--- src/source/rv_pkg.sv ---
package rv_pkg;

	typedef logic [31:0] word_t;
	typedef logic [4:0] reg_index_t;
	typedef logic [3:0] tag_t;

	// major opcodes the decoder looks at.
	typedef enum logic [6:0] {
		opc_op = 7'b0110011,
		opc_op_imm = 7'b0010011,
		opc_lui = 7'b0110111,
		opc_auipc = 7'b0010111,
		opc_jal = 7'b1101111,
		opc_jalr = 7'b1100111,
		opc_branch = 7'b1100011,
		opc_store = 7'b0100011 // decoded only to raise a fault.
	} opcode_t;

	typedef enum logic [3:0] {
		alu_add,
		alu_sub,
		alu_sll,
		alu_slt,
		alu_sltu,
		alu_xor,
		alu_srl,
		alu_sra,
		alu_or,
		alu_and,
		alu_pass_b
	} alu_op_t;

	typedef enum logic [2:0] {
		sel_zero,
		sel_rs1,
		sel_rs2,
		sel_pc,
		sel_imm
	} operand_sel_t;

	// values match funct3 of the branch encodings.
	typedef enum logic [2:0] {
		cond_eq = 3'b000,
		cond_ne = 3'b001,
		cond_lt = 3'b100,
		cond_ge = 3'b101,
		cond_ltu = 3'b110,
		cond_geu = 3'b111
	} branch_cond_t;

	typedef struct packed {
		tag_t tag;
		logic epoch;
		word_t pc;
		word_t instruction;
	} fetch_data_t;

	typedef struct packed {
		tag_t tag;
		logic epoch;
		word_t pc;
		reg_index_t rs1;
		reg_index_t rs2;
		reg_index_t rd;
		word_t imm;
		alu_op_t alu_op;
		operand_sel_t operand1;
		operand_sel_t operand2;
		logic jump;
		logic jump_conditional;
		logic link_register_target;
		branch_cond_t branch_cond;
	} decode_data_t;

	typedef struct packed {
		word_t pc;
		reg_index_t rd;
		word_t result;
	} retire_t;

endpackage

--- src/source/rv_fetch.sv ---
`timescale 1ns/1ps

module rv_fetch import rv_pkg::*; #(
	parameter int IMEM_WORDS = 64
) (
	input logic i_clock,
	input logic i_reset,
	input logic i_run,
	input logic i_imem_write,
	input word_t i_imem_address,
	input word_t i_imem_data,
	input logic i_busy,
	input logic i_fault,
	input logic i_redirect,
	input word_t i_redirect_pc,
	output fetch_data_t o_data
);

	localparam int ADDR_BITS = $clog2(IMEM_WORDS);

	word_t imem [IMEM_WORDS];
	word_t pc;
	logic epoch;
	logic running;
	logic issue;
	fetch_data_t data;

	assign o_data = data;

	// no item goes out in a redirect cycle.
	assign issue = (running || i_run) && !i_busy && !i_fault && !i_redirect;

	always_ff @(posedge i_clock) begin
		if (i_imem_write) begin
			imem[i_imem_address[ADDR_BITS+1:2]] <= i_imem_data; // byte address.
		end
	end

	always_ff @(posedge i_clock) begin
		if (i_reset) begin
			pc <= '0;
			epoch <= 1'b0;
			running <= 1'b0;
			data <= '0;
		end
		else begin
			if (i_run) begin
				running <= 1'b1;
			end
			if (i_redirect) begin
				pc <= i_redirect_pc;
				epoch <= ~epoch; // older items now stale.
			end
			else if (issue) begin
				data.tag <= data.tag + 1'b1;
				data.epoch <= epoch;
				data.pc <= pc;
				data.instruction <= imem[pc[ADDR_BITS+1:2]];
				pc <= pc + 32'd4;
			end
		end
	end

endmodule

--- config.mk ---
export PLATFORM = sky130hd
export DESIGN_NAME = rv_fetch
export DESIGN_NICKNAME = d
export VERILOG_FILES = /design/src/source/rv_pkg.sv /design/src/source/rv_fetch.sv
export SDC_FILE = /design/constraint.sdc
export NUM_CORES = 2
export LEC_CHECK = 0
export ABC_AREA = 1
export BUFFER_PORTS_ARGS = -buffer_cell sky130_fd_sc_hd__buf_2
export CAP_MARGIN = 15
export CORE_AREA = 2 2 292 510
export DETAILED_ROUTE_END_ITERATION = 6
export DIE_AREA = 0 0 294 512
export HOLD_SLACK_MARGIN = 0.1
export PLACE_DENSITY_LB_ADDON = 0.25
export SYNTH_ARGS = -nofsm -noshare
export SYNTH_HDL_FRONTEND = slang
export SYNTH_SLANG_ARGS = --single-unit
--- constraint.sdc ---
create_clock -name i_clock -period 7.9 [get_ports i_clock]
set_clock_uncertainty 0.15 [all_clocks]
set_input_delay 2.37 -clock i_clock [delete_from_list [all_inputs] [get_ports i_clock]]
set_output_delay 2.37 -clock i_clock [all_outputs]
set_load 0.01 [all_outputs]
-- Word level (Yosys, flattened, before mapping)
Memory sizes are Yosys's and may differ from the RTL's. A register that Yosys moved wholly into a read port is not among the register bits.
Index checks and enable logic that the tools add are counted.
- bitwise operators: 2
- muxes and demuxes: 4
- add/subtract/negate cells: 2
- reduce and logical (&&, ||, !) cells: 9
- operators with widths (cell ; count):
    $mux 32 ; 2
    $add 32x3->32 const B ; 1
    $add 4x1->4 const B ; 1
    $logic_and 1x1->1 ; 3
    $logic_not 1->1 ; 3
    $mux 1 ; 2
    $not 1->1 ; 2
    $reduce_and 2->1 ; 1
    $reduce_bool 2->1 ; 1
    $logic_or 1x1->1 ; 1
- word-level logic and storage cells: 24
- bits in registers: 71
- memory bits (writable): 2048
- memories kept: 1
- input bits: 103
- memories (name ; words ; width ; rd ports ; clocked after memory_dff ; write ports ; RTL line ; source):
    imem ; 64 ; 32 ; 1 ; 1 ; 1 ; rv_fetch.sv:21 ; word_t imem [IMEM_WORDS];

-- Depth between registers and ports, before layout
- depth in word-level cells: 6
- gate-level depth with buffers: 16

-- Least setup slack after synthesis
OpenSTA, ideal clock, no wires.
- path kind: input to register
- start: input port i_imem_write
- end: memory imem[48][0] in the netlist's numbering, enable pin
- data required time: 7.248 ns
- setup slack: 1.250 ns
- arrival: 5.998 ns
- library setup time: 0.502 ns
- cell stages on the path: 3
- path buffers: 1
- cell sequence: clkbuf_1 nand4_1 nor4_1
- word-level cells in the longest chain between the ends: 2
- ends and longest elaborated chain (element ; RTL line ; source):
    from (decl) ; rv_fetch.sv:9 ; input logic i_imem_write,
    $mux 1 ; rv_fetch.sv:34 ; if (i_imem_write) begin
    $mux 1 (implied by the code) ; rv_fetch.sv:35 ; imem[i_imem_address[ADDR_BITS+1:2]] <= i_imem_data;
    to (decl) ; rv_fetch.sv:21 ;
Every way passes these cells.

-- Worst setup path after layout
- start: input port i_imem_address[3]
- end: memory imem[21][25] in the netlist's numbering, enable pin
- RTL lines (element ; RTL line ; source):
    from (decl) ; rv_fetch.sv:10 ; input word_t i_imem_address,
Straight into the memory's write port.

==> flow_summary.ini <==
[route]
wl_met1_mm = 81.14
dr_wl_met2_mm = 116.7
wl_met3_mm = 22.77
dr.pass1.iters = 6
drtAntennaViolNets = 0
num_vias = 58333
viasPerCell = 6.014
routed.top_layer = met5
post_drt_wl_per_cell_um = 24.63
drtIter0Drc = 6774
wirelength_mm = 238.9
drc_errors = 0

[clock_network]
clockRootBuffer = clkbuf_16
htreeDepth = 4
tritoncts.num_buffers = 178
cts-hold-fix-buffers = 0
cts_resized = 0
cts_setup_buffers = 0
insertion_delay_ps = 810
clock_sinks = 2151
cts_tree = yes
clk_pin_slew_ps = 60
clk_path_buf_depth = 3

[yosys]
synthTopCellsByArea = edfxtp_1, nor2_1, nand2_1
yosysSeqAreaShare_pct = 72.72
netlist-cell-type-count = 42
syn-mean-instance-area_um2 = 11.43
syn_nets = 7750
netlist_instances = 7645
netlist_area_mm2 = 0.08741
ys_warn_count = 0
synth.largest_area_cell = edfxtp_1
netlist.area_leader.share_pct = 70.36
synth-async-reset-ratio_pct = 0
ys.flop_type = edfxtp_1
synth-seq-cells = 2151
synth_edf_count = 2048

[floorplan]
initial_core_util_pct = 59.71
ios = 172
fp-row-count = 186
dieHeight_um = 512
core_mm2 = 0.1464
die_area_mm2 = 0.1505
fp.dieW_um = 294

[worst_setup_path]
path_class = in2reg
critical_path.top_delay_family = simple AND/OR/NAND/NOR gates
rrSetupSlack_ps = 3610
worstRegToRegCells = 12
startpoint = i_imem_address[3]
cp_max_fo = 21
crit_chain = buf_2 -> inv_1 -> nand4_1 -> nor2_4 -> buf_4
slowest_stage = nor2_4
r2r_start = pc[2]$_SDFFE_PP0P_
arrival_ps = 5240
critPathLaunchType = input port
path_buf_inv = 3
reg2reg_to = o_data[30]$_SDFFE_PP0P_
slowest_delay_ps = 1140
cp.depth = 5
worstPathRequired_ps = 8240
endpoint_kind = flop
endpoint = imem[21][25]$_DFFE_PP_

[grt]
antenna_found_initial = 17
gr-usage-all-layers_pct = 31.62
grt_max_degree = 203
grt_pass1_wl_mm = 349.6
grt_overflow = 0
grt_pass1_vias = 57097

[finish]
drive_gt1_share_pct = 8.258
final_core_util_pct = 65.53
finalNetCount = 7766
fill_cells = 10435
register_area_mm2 = 0.06357
area_delta_synth_final_pct = 9.737
multi_input_area_mm2 = 0.02104

[sta]
fmax_ghz = 0.2042
min_period_over_period_pct = 61.98
tightest_slew_ps = 1290
slew_violations = 0
fin_setup_tns_ps = 0
min_period_ps = 4897
hold_ws_ps = 302.6
max_slew_margin_pct = 13.77
setup_viol = 0
hold_viol_final = 0
rsz0062_at_grt = false

[min_path]
hold_depth = 1
hp-class = reg2reg

[placement]
portBuffers = 145
dp_hpwl_mm = 130.1
gp_congestion = 0.9202

[pwr]
finalPower_mw = 23.26
irDropWorstVdd_uv = 182.2
p_leak_nw = 33.91
power_density_mw_per_mm2 = 242.5

[run]
cap_violations = 0

[run_status]
status = finished, final reports clean
[power by group]
part | total, mW | internal (mW) | switching [mW] | leakage [nW]
clock | 8.87 | 4.84 | 4.03 | 2.81
combinational | 1.77 | 0.421 | 1.35 | 11.8
sequential | 12.6 | 12.6 | 0.0522 | 19.3
[final cells by class]
type | count | share of cell area [%]
Multi-Input combinational cell | 4772 | 21.94
Antenna cell | 9 | 0.02348
Tap cell | 1880 | 2.452
Timing Repair Buffer | 298 | 2.225
Sequential cell | 2151 | 66.28
Clock buffer | 216 | 4.880
Clock inverter | 114 | 1.160
Inverter | 260 | 1.044
[cell usage in the layout (no fill, tap or decap), types with 4 or more instances in the layout]
cell and count:
clkbuf_16 181, inv_6 5, o21ai_0 878, nor4_2 8, buf_2 145, edfxtp_1 2048
buf_12 16, o211a_1 8, o22ai_1 51, nand4_1 16, buf_4 134, nor2_1 1652
bufinv_16 18, or2_2 8, o21a_1 7, clkinv_2 29, dfxtp_1 99, a21oi_1 83
nand2_1 1357, xor2_1 4, clkinv_8 4, nor3_1 7, diode_2 9, clkinvlp_4 11
o211ai_1 95, clkbuf_1 33, nand3_1 446, clkinv_1 52, nor2_4 60, o21ai_1 63
a31oi_1 10, inv_1 243
[registers in the layout (all words and copies together), names as in the netlist]
| register | flops |
|---|---|
| running | 1 |
| imem | 2048 |
| pc | 32 |
| o_data | 69 |
| epoch | 1 |
[worst min path at each step]
stage | startpoint | to | slack (ps)
3_3_place_gp | epoch$_SDFFE_PP0P_ | epoch$_SDFFE_PP0P_ | 290
2_1_floorplan | epoch$_SDFFE_PP0P_ | epoch$_SDFFE_PP0P_ | 270
6_report | epoch$_SDFFE_PP0P_ | epoch$_SDFFE_PP0P_ | 300
3_5_place_dp | o_data[60]$_SDFFE_PP0P_ | o_data[60]$_SDFFE_PP0P_ | 300
4_1_cts | epoch$_SDFFE_PP0P_ | epoch$_SDFFE_PP0P_ | 310
5_1_grt | epoch$_SDFFE_PP0P_ | epoch$_SDFFE_PP0P_ | 330
[worst reg2reg max path: stages (launching register included)]
cell     delay, ps
dfxtp_4        930
buf_4          770
buf_4          830
o21ai_0        310
o21ai_0        190
nand2_1        100
nand2_1        140
inv_1           60
nand2_1         70
nand2_1        120
nand2_1        280
nand2_1        100
a21oi_1        150
[Yosys cell counts (all sizes together) (8+ instances only)]
cell	n
edfxtp	2048
nor2	1713
nand2	1358
o21ai	941
nand3	448
buf	259
inv	249
clkbuf	203
dfxtp	103
o211ai	95
a21oi	83
o22ai	51
nand4	17
clkinv	11
a31oi	10
nor4	9
o211a	8
or2	8
[layer usage]
metal	vias to the layer above	global-route usage, %
li1	26450	-
met1	28201	37.34
met2	3039	52.97
met3	635	5.362
met4	8	21.51
met5	-	0
[logic make-up after synthesis]
| group | share of synthesized area, % |
|---|---|
| simple gates | 16.14 |
| flops | 72.72 |
| compound gates | 7.316 |
| buf+inv | 3.762 |
| xor+xnor | 0.04008 |
| fa+ha+maj | 0.02862 |
[per-stage QoR]
stage,setup WS (ps),cells,instance area (um2)
2_1_floorplan,1250,7645,87410
3_3_place_gp,2181,9355,89960
3_5_place_dp,2129,9356,89990
4_1_cts,2991,9686,95780
5_1_grt,2928,9694,95900
6_report,3003,9700,95920
Note: power is estimated with default switching activity, not from simulation.
