<file path="src/source/rv_pkg.sv">
package rv_pkg;

	typedef logic [31:0] word_t;
	typedef logic [4:0] reg_index_t;
	typedef logic [3:0] tag_t;

	// major opcodes the decoder looks at.
	typedef enum logic [6:0] {
		opc_op = 7'b0110011,
		opc_op_imm = 7'b0010011,
		opc_lui = 7'b0110111,
		opc_auipc = 7'b0010111,
		opc_jal = 7'b1101111,
		opc_jalr = 7'b1100111,
		opc_branch = 7'b1100011,
		opc_store = 7'b0100011 // decoded only to raise a fault.
	} opcode_t;

	typedef enum logic [3:0] {
		alu_add,
		alu_sub,
		alu_sll,
		alu_slt,
		alu_sltu,
		alu_xor,
		alu_srl,
		alu_sra,
		alu_or,
		alu_and,
		alu_pass_b
	} alu_op_t;

	typedef enum logic [2:0] {
		sel_zero,
		sel_rs1,
		sel_rs2,
		sel_pc,
		sel_imm
	} operand_sel_t;

	// values match funct3 of the branch encodings.
	typedef enum logic [2:0] {
		cond_eq = 3'b000,
		cond_ne = 3'b001,
		cond_lt = 3'b100,
		cond_ge = 3'b101,
		cond_ltu = 3'b110,
		cond_geu = 3'b111
	} branch_cond_t;

	typedef struct packed {
		tag_t tag;
		logic epoch;
		word_t pc;
		word_t instruction;
	} fetch_data_t;

	typedef struct packed {
		tag_t tag;
		logic epoch;
		word_t pc;
		reg_index_t rs1;
		reg_index_t rs2;
		reg_index_t rd;
		word_t imm;
		alu_op_t alu_op;
		operand_sel_t operand1;
		operand_sel_t operand2;
		logic jump;
		logic jump_conditional;
		logic link_register_target;
		branch_cond_t branch_cond;
	} decode_data_t;

	typedef struct packed {
		word_t pc;
		reg_index_t rd;
		word_t result;
	} retire_t;

endpackage

</file>
<file path="src/source/rv_decode.sv">
`timescale 1ns/1ps

module rv_decode import rv_pkg::*; (
	input logic i_clock,
	input logic i_reset,
	input fetch_data_t i_data,
	input logic i_execute_busy,
	output logic o_busy,
	output decode_data_t o_data,
	output logic o_fault
);

	word_t instruction;
	logic [6:0] opcode;
	logic [2:0] funct3;
	logic [6:0] funct7;
	logic is_r, is_i, is_s, is_b, is_u, is_j;
	logic have_rs1, have_rs2, have_rd;
	word_t imm_i, imm_s, imm_b, imm_u, imm_j;
	logic valid;
	logic accept;
	alu_op_t alu_op;
	operand_sel_t operand1;
	operand_sel_t operand2;
	decode_data_t data;

	function automatic alu_op_t funct_alu_op(input logic [2:0] f3, input logic alt);
		case (f3)
			3'b000: return alt ? alu_sub : alu_add;
			3'b001: return alu_sll;
			3'b010: return alu_slt;
			3'b011: return alu_sltu;
			3'b100: return alu_xor;
			3'b101: return alt ? alu_sra : alu_srl;
			3'b110: return alu_or;
			default: return alu_and;
		endcase
	endfunction

	assign instruction = i_data.instruction;
	assign opcode = instruction[6:0];
	assign funct3 = instruction[14:12];
	assign funct7 = instruction[31:25];

	assign is_r = opcode == opc_op;
	assign is_i = opcode == opc_op_imm || opcode == opc_jalr;
	assign is_s = opcode == opc_store;
	assign is_b = opcode == opc_branch;
	assign is_u = opcode == opc_lui || opcode == opc_auipc;
	assign is_j = opcode == opc_jal;

	assign have_rs1 = is_r | is_i | is_s | is_b;
	assign have_rs2 = is_r | is_s | is_b;
	assign have_rd = is_r | is_i | is_u | is_j;

	assign imm_i = {{21{instruction[31]}}, instruction[30:20]};
	assign imm_s = {{21{instruction[31]}}, instruction[30:25], instruction[11:7]};
	assign imm_b = {{20{instruction[31]}}, instruction[7], instruction[30:25],
		instruction[11:8], 1'b0};
	assign imm_u = {instruction[31:12], 12'b0};
	assign imm_j = {{12{instruction[31]}}, instruction[19:12], instruction[20],
		instruction[30:21], 1'b0};

	always_comb begin
		valid = 1'b0;
		alu_op = alu_add;
		operand1 = sel_rs1;
		operand2 = sel_imm;
		case (opcode)
			opc_op: begin
				valid = funct7 == 7'b0 ||
					(funct7 == 7'b0100000 && (funct3 == 3'b000 || funct3 == 3'b101));
				alu_op = funct_alu_op(funct3, funct7[5]);
				operand2 = sel_rs2;
			end
			opc_op_imm: begin
				valid = (funct3 != 3'b001 && funct3 != 3'b101) || funct7 == 7'b0 ||
					(funct3 == 3'b101 && funct7 == 7'b0100000);
				alu_op = funct_alu_op(funct3, funct3 == 3'b101 && funct7[5]);
			end
			opc_lui: begin
				valid = 1'b1;
				alu_op = alu_pass_b;
				operand1 = sel_zero;
			end
			opc_auipc, opc_jal: begin
				valid = 1'b1;
				operand1 = sel_pc;
			end
			opc_jalr: begin
				valid = funct3 == 3'b000; // alu gives rs1 + imm.
			end
			opc_branch: begin
				valid = funct3[2:1] != 2'b01;
				operand1 = sel_pc; // alu gives the target.
			end
			default: begin
				valid = 1'b0;
			end
		endcase
	end

	assign accept = i_data.tag != data.tag && !i_execute_busy && !o_fault;

	assign o_busy = i_execute_busy;
	assign o_data = data;

	always_ff @(posedge i_clock) begin
		if (i_reset) begin
			data <= '0;
			o_fault <= 1'b0;
		end
		else if (accept) begin
			data.epoch <= i_data.epoch;
			data.pc <= i_data.pc;
			data.rs1 <= have_rs1 ? instruction[19:15] : 5'd0;
			data.rs2 <= have_rs2 ? instruction[24:20] : 5'd0;
			data.rd <= have_rd ? instruction[11:7] : 5'd0;
			data.imm <= is_b ? imm_b :
				is_i ? imm_i :
				is_j ? imm_j :
				is_s ? imm_s :
				is_u ? imm_u :
				32'd0;
			data.alu_op <= alu_op;
			data.operand1 <= operand1;
			data.operand2 <= operand2;
			data.jump <= is_j || opcode == opc_jalr;
			data.jump_conditional <= is_b;
			data.link_register_target <= opcode == opc_jalr;
			data.branch_cond <= is_b ? branch_cond_t'(funct3) : cond_eq;
			if (valid) begin
				data.tag <= i_data.tag;
			end
			else begin
				o_fault <= 1'b1; // item stops here.
			end
		end
	end

endmodule

</file>
<file path="config.mk">
export PLATFORM = sky130hd
export DESIGN_NAME = rv_decode
export DESIGN_NICKNAME = d
export VERILOG_FILES = /design/src/source/rv_pkg.sv /design/src/source/rv_decode.sv
export SDC_FILE = /design/constraint.sdc
export NUM_CORES = 1
export LEC_CHECK = 0
export ABC_CLOCK_PERIOD_IN_PS = 4700
export BUFFER_PORTS_ARGS = -buffer_cell sky130_fd_sc_hd__buf_2
export CORE_MARGIN = 2
export CORE_UTILIZATION = 50
export CTS_CLUSTER_SIZE = 16
export DETAILED_ROUTE_END_ITERATION = 7
export GPL_TIMING_DRIVEN = 1
export PLACE_DENSITY = 0.79
export SLEW_MARGIN = 20
export SYNTH_ARGS = -nofsm -noshare
export SYNTH_HDL_FRONTEND = slang
export SYNTH_SLANG_ARGS = --single-unit
</file>
<file path="constraint.sdc">
create_clock -name i_clock -period 4.7 [get_ports i_clock]
set_clock_uncertainty 0.1 [all_clocks]
set_input_delay 0.235 -clock i_clock [delete_from_list [all_inputs] [get_ports i_clock]]
set_output_delay 0.235 -clock i_clock [all_outputs]
set_load 0.01 [all_outputs]
</file>
==> Word level (Yosys, flattened, before mapping) <==
Index checks and enable logic that the tools add are counted.
{ "totals": {"reg_bits": 101, "rom_bits": 0, "ram_bits": 0, "word_cells": 82, "latch_bits": 0, "mem_count": 0} }
{ "classes": {"mux": 19, "shifts": 0, "n_reduce_logical": 21, "magnitude_cmp": 0, "addsub": 0, "n_eq_ne": 19, "bitwise_logic": 8, "multipliers": 0, "n_div": 0} }
{ "op_table": {"columns": ["operator", "n"], "rows": [
  ["32-bit 2-to-1 mux", 5],
  ["4-bit case mux with 7 select lines", 2],
  ["7-bit by 6-bit equality test with 1-bit output (second input constant)", 4],
  ["7-bit equality test (second input constant)", 3],
  ["5-bit 2-to-1 mux", 3],
  ["7-bit by 5-bit equality test with 1-bit output (second input constant)", 2],
  ["4-bit case mux with 3 select lines", 1],
  ["3-bit equality test (second input constant)", 3],
  ["7-bit zero test", 1],
  ["1-bit logical OR", 7],
  ["1-bit OR", 7],
  ["3-bit by 2-bit equality test with 1-bit output (second input constant)", 2],
  ["1-bit logical AND", 6],
  ["3-bit 2-to-1 mux", 2],
  ["3-bit OR reduction", 2],
  ["1-bit case mux with 5 select lines", 1],
  ["1-bit 2-to-1 mux", 4],
  ["4-bit inequality test", 1],
  ["2-bit case mux with 2 select lines", 1],
  ["2-bit AND reduction", 2],
  ["3-bit by 1-bit equality test with 1-bit output (second input constant)", 1],
  ["3-bit zero test", 1],
  ["3-bit by 1-bit inequality test with 1-bit output (second input constant)", 1],
  ["3-bit inequality test (second input constant)", 1],
  ["other kinds (3)", 4]
]} }

==> Depth between registers and ports, before layout <==
{ "logic_depth": {"word_depth": 7, "ltp_mapped": 7, "depth_no_buf": 5} }

==> Least setup slack after synthesis <==
Ideal clock, no wire load.
{ "synth_path": {"path_kind": "flip-flop to flip-flop", "start": "register data (netlist bit o_data[97])", "end": "register data (netlist bit o_data[5])", "setup_time_ps": 128, "path_stages_with_launch": 7, "arrival_time_ps": 1617, "setup_slack_ps": 2856, "synth_period_minus_slack_ps": 1844, "cell_sequence": "dfxtp_1 > xor2_1 > o41ai_4 > buf_2 > nor3_1 > a21oi_1 > nor2_1"} }
{ "synth_via": {"elab_chain_cells": 3} }
{ "synth_lines": {"columns": ["element", "line_no", "source"], "rows": [
  ["start: declaration", "rv_decode.sv:25", "decode_data_t data;"],
  ["4-bit inequality test", "rv_decode.sv:103", "assign accept = i_data.tag != data.tag && !i_execute_busy && !o_fault;"],
  ["1-bit logical AND (2 in a row)", "rv_decode.sv:103", null]
]} }
No other way between the ends.
A chain may end at the register's enable or synchronous reset.

==> Worst setup path after layout <==
{ "layout_path": {"start": "register data (netlist bit o_data[97])", "end": "register data (netlist bit o_data[97])"} }
{ "layout_via": {"elab_chain_cells": 4} }
{ "layout_lines": {"columns": ["element", "line_no"], "rows": [
  ["4-bit inequality test", "rv_decode.sv:103"],
  ["1-bit logical AND (2 in a row)", "rv_decode.sv:103"],
  ["2-bit AND reduction (no line)", null]
]} }
No other way between the ends.

==> flow_metrics.py <==
metrics = {
    "yosys": {
        "synth.most_common_cell": "nand2_1",
        "ys_seq_elements": 99,
        "synth_edf_count": 0,
        "synth-compound-area-share_pct": 20.4,
        "synth_xor_area_share_pct": 1.26,
        "yosysTopAreaCell": "dfxtp_1",
        "syn_area_mm2": 0.00418,
        "async_reset_ff_share_pct": 0,
        "synth_fa_ha_area_share_pct": 0,
        "synth_top_area_share_pct": 47.4,
        "synth_mux_area_share_pct": 1.20,
        "yosysSeqAreaShare_pct": 47.4,
        "syn_inst": 518,
        "yosys.area_share.simple_pct": 24.9,
        "yosys_warnings": 0,
        "synth_top_family_by_area": "simple AND/OR/NAND/NOR gates",
        "postSynthAreaPerCell_um2": 8.08,
        "synth_cell_types": 49,
        "synthFlopType": "dfxtp_1",
        "synth_area_leaders": "dfxtp_1 47%, nand2_1 12%, a21oi_1 8.4%",
        "synth_commonest_cells": "133 x nand2_1, 99 x dfxtp_1, 70 x a21oi_1, 42 x nand3_1, 24 x clkbuf_1",
    },
    "sta": {
        "worst_slack_ps": 1960,
        "slew_headroom_pct": 36.8,
        "final_hold_viol_count": 0,
        "tns_ps": 0,
        "worst_pin_slew_ps": 945,
        "rsz0062_at_grt": "no",
        "setup_viol": 0,
        "final_max_slew_viol_count": 0,
        "hold_slack_ps": 7.90,
        "post-route-min-period_ps": 2740,
        "post-route-period-util_pct": 58.2,
        "fmaxAchievable_ghz": 0.365,
    },
    "clock_tree": {
        "cts.path.max_buffers": 2,
        "cts_resized": 0,
        "cts_tree": "yes",
        "clk_pin_slew_ps": 100,
        "cts_buffers": 9,
        "cts_htree_levels": 3,
        "clockRootBuffer": "clkbuf_8",
        "insertion_delay_ps": 350,
        "clkSinkCount": 99,
    },
    "floorplan": {
        "rows": 33,
        "start_util_pct": 51.2,
        "die_area_mm2": 0.00912,
        "coreArea_mm2": 0.00818,
        "die_h_um": 95.5,
        "io_pins": 174,
        "chipWidth_um": 95.5,
    },
    "worst_hold_path": {
        "hold_path_class": "in2reg",
    },
    "placement": {
        "place_ws_ps": 1950,
        "gp_congestion": 0.914,
        "dp_hpwl_um": 8290,
        "dpl.cell_count": 758,
        "portBuffers": 171,
    },
    "global_routing": {
        "first_global_vias": 3879,
        "grt_max_degree": 57,
        "grt_usage_pct": 25.0,
        "grt-ovfl-total": 0,
        "antenna_found_initial": 0,
        "grt_pass1_wl_um": 18000,
    },
    "job": {
        "cap_violations": 0,
    },
    "layout": {
        "diodes": 0,
        "num-nets-final": 749,
        "drive_gt1_share_pct": 28.9,
        "final_util_pct": 65.6,
        "areaGrowthSynthToFinish_pct": 28.1,
        "stdcell_count": 787,
    },
    "detailed_routing": {
        "drc": 0,
        "via_per_inst": 5.42,
        "vias": 4266,
        "ant_nets": 0,
        "first_iter_violations": 216,
        "drt_pre_antenna_iters": 4,
        "wl_per_cell_um": 14.9,
        "drt-total-wl_um": 11700,
    },
    "setup_path": {
        "start_kind": "flop",
        "worst-setup-path-type": "reg2reg",
        "critPathMaxFanout": 41,
        "worst_setup_path_end_kind": "flop",
        "worst_ep_arrival_time_ps": 2890,
        "worstPathRequired_ps": 4850,
    },
    "outcome": {
        "outcome": "finished, final reports clean",
    },
    "power": {
        "peakVddDrop_uv": 160,
        "powerDensity_mw_per_mm2": 317,
        "p_leak_nw": 2.42,
    },
}
==> metrics by stage <==
step / total power, W / instance area [µm²]
floorplan: 0.00103 / 4190
CTS: 0.00171 / 5360
global route: 0.00177 / 5360
global placement: 0.00111 / 5010
detailed placement: 0.00112 / 5010
finish: 0.00170 / 5360
==> flip-flops by register name, summed over array words and instances (netlist names) <==
| name | count |
|---|---|
| o_data | 98 |
| o_fault | 1 |
==> routing by layer <==
layer  global-route usage [%]  wire (µm)
met5                        0          0
met4                     10.6        303
met3                     4.66        724
met2                     41.0       5760
met1                     32.1       4920
==> critical path, stage by stage (launching register included) <==
cell and delay [ps]:
dfxtp_1 340, xor2_1 200, o41ai_4 820, buf_4 450, buf_4 450, a21oi_4 100
mux2i_1 150
==> cell usage in the layout (no fill, tap or decap), types with 3 or more instances in the layout <==
| master | count |
|---|---|
| a21boi_0 | 8 |
| a21o_1 | 15 |
| a21oi_1 | 70 |
| a22o_1 | 5 |
| a311oi_1 | 5 |
| and3_1 | 3 |
| buf_2 | 171 |
| buf_4 | 4 |
| clkbuf_8 | 9 |
| dfxtp_1 | 99 |
| dlygate4sd3_1 | 13 |
| inv_1 | 3 |
| mux2i_1 | 5 |
| nand2_1 | 133 |
| nand2b_1 | 8 |
| nand3_1 | 42 |
| nand3b_1 | 3 |
| nor2_1 | 15 |
| nor2b_1 | 5 |
| o211ai_1 | 3 |
| o21ai_0 | 16 |
| xor2_1 | 5 |
==> layout make-up <==
cell class / count / area (µm²)
clock inverters: 5 / 86.3
clock buffers: 11 / 131
multi-input cells: 376 / 2000
well taps: 105 / 131
fillers: 747 / 2810
repair buffers: 188 / 1020
flip-flops and latches: 99 / 1980
inverters: 3 / 11.3
==> kinds of logic after synthesis <==
| kind of cell | after synthesis |
|---|---|
| buf+inv | 44 |
| mux | 5 |
| other cells | 1 |
| compound gates | 135 |
| simple gates | 228 |
| xor+xnor | 6 |
| flops | 99 |
==> repair_timing <==
action,CTS,global route
hold buffers,13,0
buffers inserted,0,0
endpoints found under the hold margin,13,0
==> power by group <==
part	switching (W)	internal, W
sequential	0.0000135	0.000865
clock	0.000291	0.000304
combinational	0.000144	0.0000838
==> path summary, 6_finish.rpt <==
path,start,endpoint,slack [ps],depth (start not counted)
max,o_data[97],o_data[97],1960,6
min,i_data[55],o_data[86],8,3
max reg2reg,o_data[97],o_data[97],1960,6
min reg2reg,o_data[2],o_data[2],350,2
Note: power is estimated with default switching activity, not from simulation.
