### src/source/rv_pkg.sv
package rv_pkg;

	typedef logic [31:0] word_t;
	typedef logic [4:0] reg_index_t;
	typedef logic [3:0] tag_t;

	// major opcodes the decoder looks at.
	typedef enum logic [6:0] {
		opc_op = 7'b0110011,
		opc_op_imm = 7'b0010011,
		opc_lui = 7'b0110111,
		opc_auipc = 7'b0010111,
		opc_jal = 7'b1101111,
		opc_jalr = 7'b1100111,
		opc_branch = 7'b1100011,
		opc_store = 7'b0100011 // decoded only to raise a fault.
	} opcode_t;

	typedef enum logic [3:0] {
		alu_add,
		alu_sub,
		alu_sll,
		alu_slt,
		alu_sltu,
		alu_xor,
		alu_srl,
		alu_sra,
		alu_or,
		alu_and,
		alu_pass_b
	} alu_op_t;

	typedef enum logic [2:0] {
		sel_zero,
		sel_rs1,
		sel_rs2,
		sel_pc,
		sel_imm
	} operand_sel_t;

	// values match funct3 of the branch encodings.
	typedef enum logic [2:0] {
		cond_eq = 3'b000,
		cond_ne = 3'b001,
		cond_lt = 3'b100,
		cond_ge = 3'b101,
		cond_ltu = 3'b110,
		cond_geu = 3'b111
	} branch_cond_t;

	typedef struct packed {
		tag_t tag;
		logic epoch;
		word_t pc;
		word_t instruction;
	} fetch_data_t;

	typedef struct packed {
		tag_t tag;
		logic epoch;
		word_t pc;
		reg_index_t rs1;
		reg_index_t rs2;
		reg_index_t rd;
		word_t imm;
		alu_op_t alu_op;
		operand_sel_t operand1;
		operand_sel_t operand2;
		logic jump;
		logic jump_conditional;
		logic link_register_target;
		branch_cond_t branch_cond;
	} decode_data_t;

	typedef struct packed {
		word_t pc;
		reg_index_t rd;
		word_t result;
	} retire_t;

endpackage

### src/source/rv_register_file.sv
`timescale 1ns/1ps

module rv_register_file import rv_pkg::*; (
	input logic i_clock,
	input logic i_reset,
	input reg_index_t i_read_index_a,
	input reg_index_t i_read_index_b,
	input logic i_write_enable,
	input reg_index_t i_write_index,
	input word_t i_write_data,
	output word_t o_read_a,
	output word_t o_read_b
);

	word_t registers [32];

	always_ff @(posedge i_clock) begin
		if (i_reset) begin
			for (int i = 0; i < 32; i++) begin
				registers[i] <= '0;
			end
		end
		else if (i_write_enable && i_write_index != 5'd0) begin
			registers[i_write_index] <= i_write_data; // x0 stays zero.
		end
	end

	assign o_read_a = registers[i_read_index_a];
	assign o_read_b = registers[i_read_index_b];

endmodule

### src/source/rv_execute.sv
`timescale 1ns/1ps

module rv_execute import rv_pkg::*; (
	input logic i_clock,
	input logic i_reset,
	input decode_data_t i_data,
	input logic i_hold,
	output logic o_busy,
	output logic o_redirect,
	output word_t o_redirect_pc,
	output logic o_retire_valid,
	output retire_t o_retire
);

	tag_t last_tag;
	logic epoch;
	logic accept;
	logic live;
	logic condition;
	logic taken;
	word_t rs1_value, rs2_value;
	word_t operand_a, operand_b;
	word_t alu_result;
	word_t target;
	word_t write_data;

	function automatic word_t select_operand(input operand_sel_t sel, input word_t rs1_v,
		input word_t rs2_v, input word_t pc, input word_t imm);
		case (sel)
			sel_rs1: return rs1_v;
			sel_rs2: return rs2_v;
			sel_pc: return pc;
			sel_imm: return imm;
			default: return '0;
		endcase
	endfunction

	rv_register_file u_register_file (
		.i_clock(i_clock),
		.i_reset(i_reset),
		.i_read_index_a(i_data.rs1),
		.i_read_index_b(i_data.rs2),
		.i_write_enable(live),
		.i_write_index(i_data.rd),
		.i_write_data(write_data),
		.o_read_a(rs1_value),
		.o_read_b(rs2_value)
	);

	assign o_busy = i_hold;
	assign accept = i_data.tag != last_tag && !i_hold;
	assign live = accept && i_data.epoch == epoch; // stale items just consume the tag.

	assign operand_a = select_operand(i_data.operand1, rs1_value, rs2_value, i_data.pc,
		i_data.imm);
	assign operand_b = select_operand(i_data.operand2, rs1_value, rs2_value, i_data.pc,
		i_data.imm);

	always_comb begin
		case (i_data.alu_op)
			alu_add: alu_result = operand_a + operand_b;
			alu_sub: alu_result = operand_a - operand_b;
			alu_sll: alu_result = operand_a << operand_b[4:0];
			alu_slt: alu_result = {31'd0, $signed(operand_a) < $signed(operand_b)};
			alu_sltu: alu_result = {31'd0, operand_a < operand_b};
			alu_xor: alu_result = operand_a ^ operand_b;
			alu_srl: alu_result = operand_a >> operand_b[4:0];
			alu_sra: alu_result = $signed(operand_a) >>> operand_b[4:0];
			alu_or: alu_result = operand_a | operand_b;
			alu_and: alu_result = operand_a & operand_b;
			default: alu_result = operand_b;
		endcase
	end

	always_comb begin
		case (i_data.branch_cond)
			cond_eq: condition = rs1_value == rs2_value;
			cond_ne: condition = rs1_value != rs2_value;
			cond_lt: condition = $signed(rs1_value) < $signed(rs2_value);
			cond_ge: condition = $signed(rs1_value) >= $signed(rs2_value);
			cond_ltu: condition = rs1_value < rs2_value;
			default: condition = rs1_value >= rs2_value;
		endcase
	end

	assign taken = live && (i_data.jump || (i_data.jump_conditional && condition));
	assign target = i_data.link_register_target ? {alu_result[31:1], 1'b0} : alu_result;
	assign write_data = i_data.jump ? i_data.pc + 32'd4 : alu_result; // link value.

	always_ff @(posedge i_clock) begin
		if (i_reset) begin
			last_tag <= '0;
			epoch <= 1'b0;
			o_redirect <= 1'b0;
			o_retire_valid <= 1'b0;
		end
		else begin
			if (accept) begin
				last_tag <= i_data.tag;
			end
			epoch <= epoch ^ taken;
			o_redirect <= taken;
			o_retire_valid <= live;
		end
	end

	always_ff @(posedge i_clock) begin
		o_redirect_pc <= target;
		if (live) begin
			o_retire.pc <= i_data.pc;
			o_retire.rd <= i_data.rd;
			o_retire.result <= i_data.jump_conditional ? '0 : write_data; // branches report zero.
		end
	end

endmodule

### config.mk
export PLATFORM = sky130hd
export DESIGN_NAME = rv_execute
export DESIGN_NICKNAME = d
export VERILOG_FILES = /design/src/source/rv_pkg.sv /design/src/source/rv_register_file.sv /design/src/source/rv_execute.sv
export SDC_FILE = /design/constraint.sdc
export NUM_CORES = 2
export LEC_CHECK = 0
export BUFFER_PORTS_ARGS = -buffer_cell sky130_fd_sc_hd__buf_2
export CAP_MARGIN = 30
export CELL_PAD_IN_SITES_DETAIL_PLACEMENT = 2
export CELL_PAD_IN_SITES_GLOBAL_PLACEMENT = 2
export CORE_MARGIN = 1.5
export CORE_UTILIZATION = 30
export CTS_CLUSTER_DIAMETER = 200
export DETAILED_ROUTE_END_ITERATION = 16
export GPL_TIMING_DRIVEN = 0
export PLACE_DENSITY = 0.69
export SYNTH_ARGS = -nofsm -noshare
export SYNTH_HDL_FRONTEND = slang
export SYNTH_SLANG_ARGS = --single-unit
### constraint.sdc
create_clock -name i_clock -period 7.1 [get_ports i_clock]
set_input_delay 0.71 -clock i_clock [delete_from_list [all_inputs] [get_ports i_clock]]
set_output_delay 0.71 -clock i_clock [all_outputs]
set_load 0.05 [all_outputs]
Word level (Yosys, flattened, before mapping)
Memory sizes are Yosys's and may differ from the RTL's.
Cells that the tools add are included.
{"block": "totals", "reg_bits": 108, "latchBits": 0, "ramBits": 1024, "mem_bits_ro": 0, "inputBits": 103, "out_inout_bits": 104, "word_cells": 75, "memories": 1}
{"memory": "u_register_file.registers", "depth": 32, "width": 32, "read_ports": 2, "rd_clocked_by_memory_dff": 0, "write_ports": 32, "line": "rv_register_file.sv:15", "rtl": "word_t registers [32];"}
{"block": "classes", "addsub": 3, "multipliers": 0, "div": 0, "order_cmp": 6, "n_eq_ne": 25, "shifts": 3, "mux": 13, "bitwise_logic": 4, "n_reduce_logical": 11}
{"op": "$pmux 32 s10", "n": 1}
{"op": "$pmux 32 s4", "n": 2}
{"op": "$lt 32x32->1", "n": 4}
{"op": "$ge 32x32->1", "n": 2}
{"op": "$mux 32", "n": 2}
{"op": "$add 32x3->32 const B", "n": 1}
{"op": "$add 32x32->32", "n": 1}
{"op": "$and 32x32->32", "n": 1}
{"op": "$eq 32x32->1", "n": 1}
{"op": "$ne 32x32->1", "n": 1}
{"op": "$or 32x32->32", "n": 1}
{"op": "$reduce_or 32->1", "n": 1}
{"op": "$shl 32x5->32", "n": 1}
{"op": "$shr 32x5->32", "n": 1}
{"op": "$sshr 32x5->32", "n": 1}
{"op": "$sub 32x32->32", "n": 1}
{"op": "$xor 32x32->32", "n": 1}
{"op": "$eq 4x3->1 const B", "n": 4}
{"op": "$eq 3x3->1 const B", "n": 5}
{"op": "$eq 3x2->1 const B", "n": 4}
{"op": "$eq 3x1->1 const B", "n": 3}
{"op": "$eq 4x2->1 const B", "n": 2}
{"op": "$eq 4x4->1 const B", "n": 2}
{"op": "$mux 1", "n": 6}
{"op": "12 further kinds", "n": 16}

Logic depth before layout (Yosys ltp)
{"block": "depth", "word_depth": 9, "ltp_mapped": 29, "depth_no_buf": 24}

Cells and area by module
From an unflattened synthesis, not the netlist that was laid out.
{"block": "hier_totals", "hier_cells": 6896, "hier_area_um2": 72846.1}
{"module": "rv_register_file", "n_inst": 1, "cells_each": 4605, "area_per_inst_um2": 55896.1, "seq_area_each_um2": 30749.5}
{"module": "rv_execute", "n_inst": 1, "cells_each": 2291, "area_per_inst_um2": 16950.0, "seq_area_each_um2": 2852.7}

Worst setup path before layout
OpenSTA, ideal clock, no wires.
{"block": "synth_timing", "path_type": "input-to-reg", "from": "input i_data[55] in the netlist's numbering", "to": "memory u_register_file.registers[1][28] in the netlist's numbering, data pin", "setup_time_ps": 271, "arrival_time_ps": 6336, "required_ps": 6829, "slack_ps": 493, "stages": 28, "path_buffers": 9, "path_cell_list": "buf_2 -> and2_1 -> clkbuf_1 -> buf_2 -> clkbuf_1 -> a22oi_1 -> a21oi_1 -> nor4_2 -> a221oi_2 -> buf_2 -> buf_2 -> buf_1 -> ha_1 -> clkbuf_1 -> a2111o_1 -> a211oi_1 -> nor4_1 -> nand2_1 -> a21oi_1 -> a221o_1 -> a31oi_1 -> mux2_2 -> a311oi_1 -> a22o_1 -> o221ai_2 -> nor2_1 -> buf_2 -> nor3_1"}
{"element": "start, declared", "line": "rv_execute.sv:6", "rtl": "input decode_data_t i_data,"}
{"element": "end, declared", "line": "rv_register_file.sv:15"}

Final worst setup path
{"block": "layout_timing", "from": "input i_data[60] in the netlist's numbering", "to": "register o_retire[29] in the netlist's numbering, data pin"}
{"block": "layout_between", "elab_chain_cells": 5, "word_cells_on_any_way": 13, "cone_classes": "add/sub (2); shift (3); mux (4); bitwise (3); memory (1)"}
{"element": "$mem_v2 32x32 (*)"}
{"element": "$pmux 32 s4", "line": "rv_execute.sv:29", "rtl": "case (sel)"}
{"element": "$sub 32x32->32, or another cell as far along", "line": "rv_execute.sv:62", "rtl": "alu_sub: alu_result = operand_a - operand_b;"}
{"element": "$pmux 32 s10 (*)", "line": "rv_execute.sv:60", "rtl": "case (i_data.alu_op)"}
{"element": "$mux 32 (*)", "line": "rv_execute.sv:88", "rtl": "assign write_data = i_data.jump ? i_data.pc + 32'd4 : alu_result;"}
{"element": "end, declared", "line": "rv_execute.sv:12", "rtl": "output retire_t o_retire"}
Mark *: on every way between the ends. The rest lies on a longest branch, timed or not.
A chain may end at the register's enable or synchronous reset.

==> results.ini <==
[global_route]
grt_pass1_vias = 67672
track_usage_pct = 40.9
grt-ovfl-total = 0
grt_pass1_wl_um = 644000
grt_antenna_before_repair = 43
grt_max_degree = 38

[logic_synthesis]
synth_edf_count = 1093
yosys.area_share.adder_pct = 2.41
synthMuxAreaShare_pct = 18.1
synth_cell_types = 101
synth_xor_area_share_pct = 0.712
synthSimpleGateAreaFrac_pct = 11.9
synth_ff_type = edfxtp_1
syn_area_um2 = 70100
synth.yosys.seq_area_share_pct = 47.9
synthArstFlopShare_pct = 0
syn_inst = 6235
synth_compound_area_share_pct = 13.5
ys_warn_count = 0
avgSynthCellArea_um2 = 11.2
synth_top_family_by_area = multiplexers
synth_seq_cells = 1132

[clock_network]
cts_tree = done
cts.sinks = 1132
clk_pin_slew_worst_paths_ns = 0.06
clk_path_buf_depth = 3
cts_made_buffers = 139
postCtsHoldBufs = 0
root_buffer = clkbuf_16
cts_max_level = 4
clk_latency_ns = 0.87

[placement]
dp_hpwl_um = 368000
gp_congestion = 1.04
place_ws_ns = -3.39
port_buffers = 197

[finish]
finish.net_count = 7078
area_growth_pct = 22.2
fillerInstances = 24013
final_util_pct = 36.9
layout-drive-gt1-share_pct = 23.0

[power_and_ir_drop]
ir_drop_uv = 180
power.clock.fraction_pct = 34.9
power.internal_w = 0.0133
powerDensity_nw_per_um2 = 244
switching_share_pct = 36.4
seqPwrFrac_pct = 37.2
switching_power_w = 0.00762
p_comb_share_pct = 27.9
p_leak_nw = 32.4

[sta]
fin_ws_ns = -0.139
finalHoldViolations = 0
post-route-min-period_ns = 7.24
report.final.slew_viol_count = 0
maxSlewHeadroom_pct = 16.3
fmaxAchievable_mhz = 138
worst_pin_slew_ns = 1.26
fin_hold_ws_ns = 0.0794
clock_skew_ns = 0.0670
fin_crit_sh_pct = 102
final-setup-viol-count = 79

[setup_path]
crit_path_max_incr_delay_ns = 0.49
critPathLaunchType = primary input
critical_path.slowest_cell = o311ai_0
critPathArrivalTime_ns = 7.75
crit_top_cell = buf_2
path_class = in2reg
crit_path_end_kind = flip-flop
cp.required_ns = 7.62
cp_max_fo = 10

[detailed_routing]
wl_met3_um = 73100
routed.top_layer = met5
wl_met2_um = 200000
wl_per_cell_um = 49.8
dr.pass1.iters = 7
routed_via_density = 6.92
vias = 69457
ant_nets = 0
wl_um = 500000
route.detailed.drc = 0
drtIter0Drc = 12002
wl_met1_um = 181000

[job]
drv_cap = 0

[floorplanning]
start_util_pct = 30.2
die_h_um = 486
dieArea_um2 = 237000
rows = 177
dieWidth_um = 486
ioPinCount = 207
core_um2 = 232000

[min_path]
worstHoldPathType = in2reg

[run_status]
violations = setup timing
status = finished, violations left

==> routing by layer <==
metal | vias up | track usage, %
met5 | - | 0.0816
met3 | 1795 | 16.5
met2 | 6459 | 56.9
met4 | 18 | 30.6
met1 | 36032 | 50.5
li1 | 25153 | -
==> placed cells by master (no fill, tap or decap), drive strengths merged, types with 44 or more instances in the layout <==
master	instances
nand2b	48
a22oi	360
mux2	44
a21oi	353
nor3	471
o21ai	149
mux2i	701
buf	757
nor4	46
ha	132
nand2	207
clkinv	63
a211oi	82
clkbuf	469
nand3	86
mux4	229
nor2	790
inv	147
edfxtp	1093
==> power groups by stage <==
stage	Clock [W]	Sequential (W)	Combinational (W)
2_1_floorplan	0	0.00809	0.00245
3_3_place_gp	0	0.00791	0.00495
3_5_place_dp	0	0.00790	0.00521
4_1_cts	0.00725	0.00777	0.00543
5_1_grt	0.00748	0.00780	0.00582
6_report	0.00731	0.00778	0.00584
==> synthesized netlist by cell type (all sizes together), types with 12 or more instances <==
library cell  number  area [um2]
edfxtp          1093       32800
nor2             790        2980
mux2i            701        7020
nor3             471        2420
a22oi            360        2710
a21oi            353        1780
buf              320        2090
clkbuf           301        1150
mux4             229        5160
nand2            207         777
o21ai            149         768
inv              141         529
ha               132        1650
nand3             86         435
a211oi            82         643
nand2b            48         300
nor4              46         384
mux2              44         495
dfxtp             39         781
o211ai            38         285
xnor2             38         333
a22o              37         324
and2              37         231
a21o              35         263
a221oi            31         357
a31oi             30         194
o22ai             29         181
a221o             27         274
and3              25         156
or2               23         144
o221ai            22         199
or3               21         136
o21bai            19         143
xor2              19         166
nand4             17         106
o31ai             17         128
nor2b             15        93.8
a211o             14         123
nor3b             12        90.1
==> registers in the layout (all words and copies together), names as in the netlist <==
signal / count
epoch: 1
last_tag: 4
o_redirect: 1
o_redirect_pc: 32
o_retire: 69
o_retire_valid: 1
u_register_file.registers: 1024
==> final cells by class <==
| type | instances | area, um2 | area share [%] |
|---|---|---|---|
| repair buffers | 452 | 4530 | 5.29 |
| clock inverters | 83 | 759 | 0.887 |
| clock buffers | 172 | 3690 | 4.30 |
| well taps | 3043 | 3810 | 4.45 |
| multi-input cells | 4371 | 34200 | 39.9 |
| diodes | 32 | 80.1 | 0.0935 |
| plain buffers | 603 | 4430 | 5.18 |
| flip-flops and latches | 1132 | 33600 | 39.2 |
| inverters | 142 | 542 | 0.633 |
==> worst max-delay path, delay by kind of cell <==
family                   cells  cell delay (ns)
AO/OA/AOI/OAI               12             3.78
buffers and inverters        7             1.86
AND/OR/NAND/NOR              5             0.71
adder cells (fa/ha/maj)      1             0.34
multiplexers                 1             0.28
==> cells by family after synthesis <==
logic type	Yosys count
flops	1132
other cells	1
simple gates	1812
mux	974
buf+inv	763
fa+ha+maj	134
xor+xnor	57
compound gates	1362
==> through the flow <==
step / total power, W / cells / area (um2) / setup TNS (ns)
final: 0.0209 / 10030 / 85600 / -3.43
after global routing: 0.0211 / 10003 / 85600 / -0.376
after CTS: 0.0204 / 9969 / 84600 / 0
after detailed placement: 0.0131 / 9696 / 78300 / -2477.80
after global placement: 0.0129 / 9506 / 75000 / -4186.84
after floorplan: 0.0105 / 6266 / 70200 / 0
==> final timing paths <==
kind	startpoint	to	slack [ns]	depth (start not counted)
worst max-delay path	i_data[60]	o_retire[29]	-0.14	26
worst min-delay path	i_data[3]	o_redirect_pc[0]	0.08	2
worst max register to register	u_register_file.registers[24][14]	o_retire[31]	0.07	22
worst min register to register	last_tag[0]	last_tag[0]	0.52	2
==> repair_timing <==
| item | 4_1_cts | 5_1_grt |
|---|---|---|
| gates resized for setup | 414 | 184 |
| cloned | 0 | 1 |
| pin swaps | 33 | 28 |
| setup buffers | 28 | 24 |
| setup endpoints to repair | 1050 | 648 |
(Power assumes the default switching activity.)
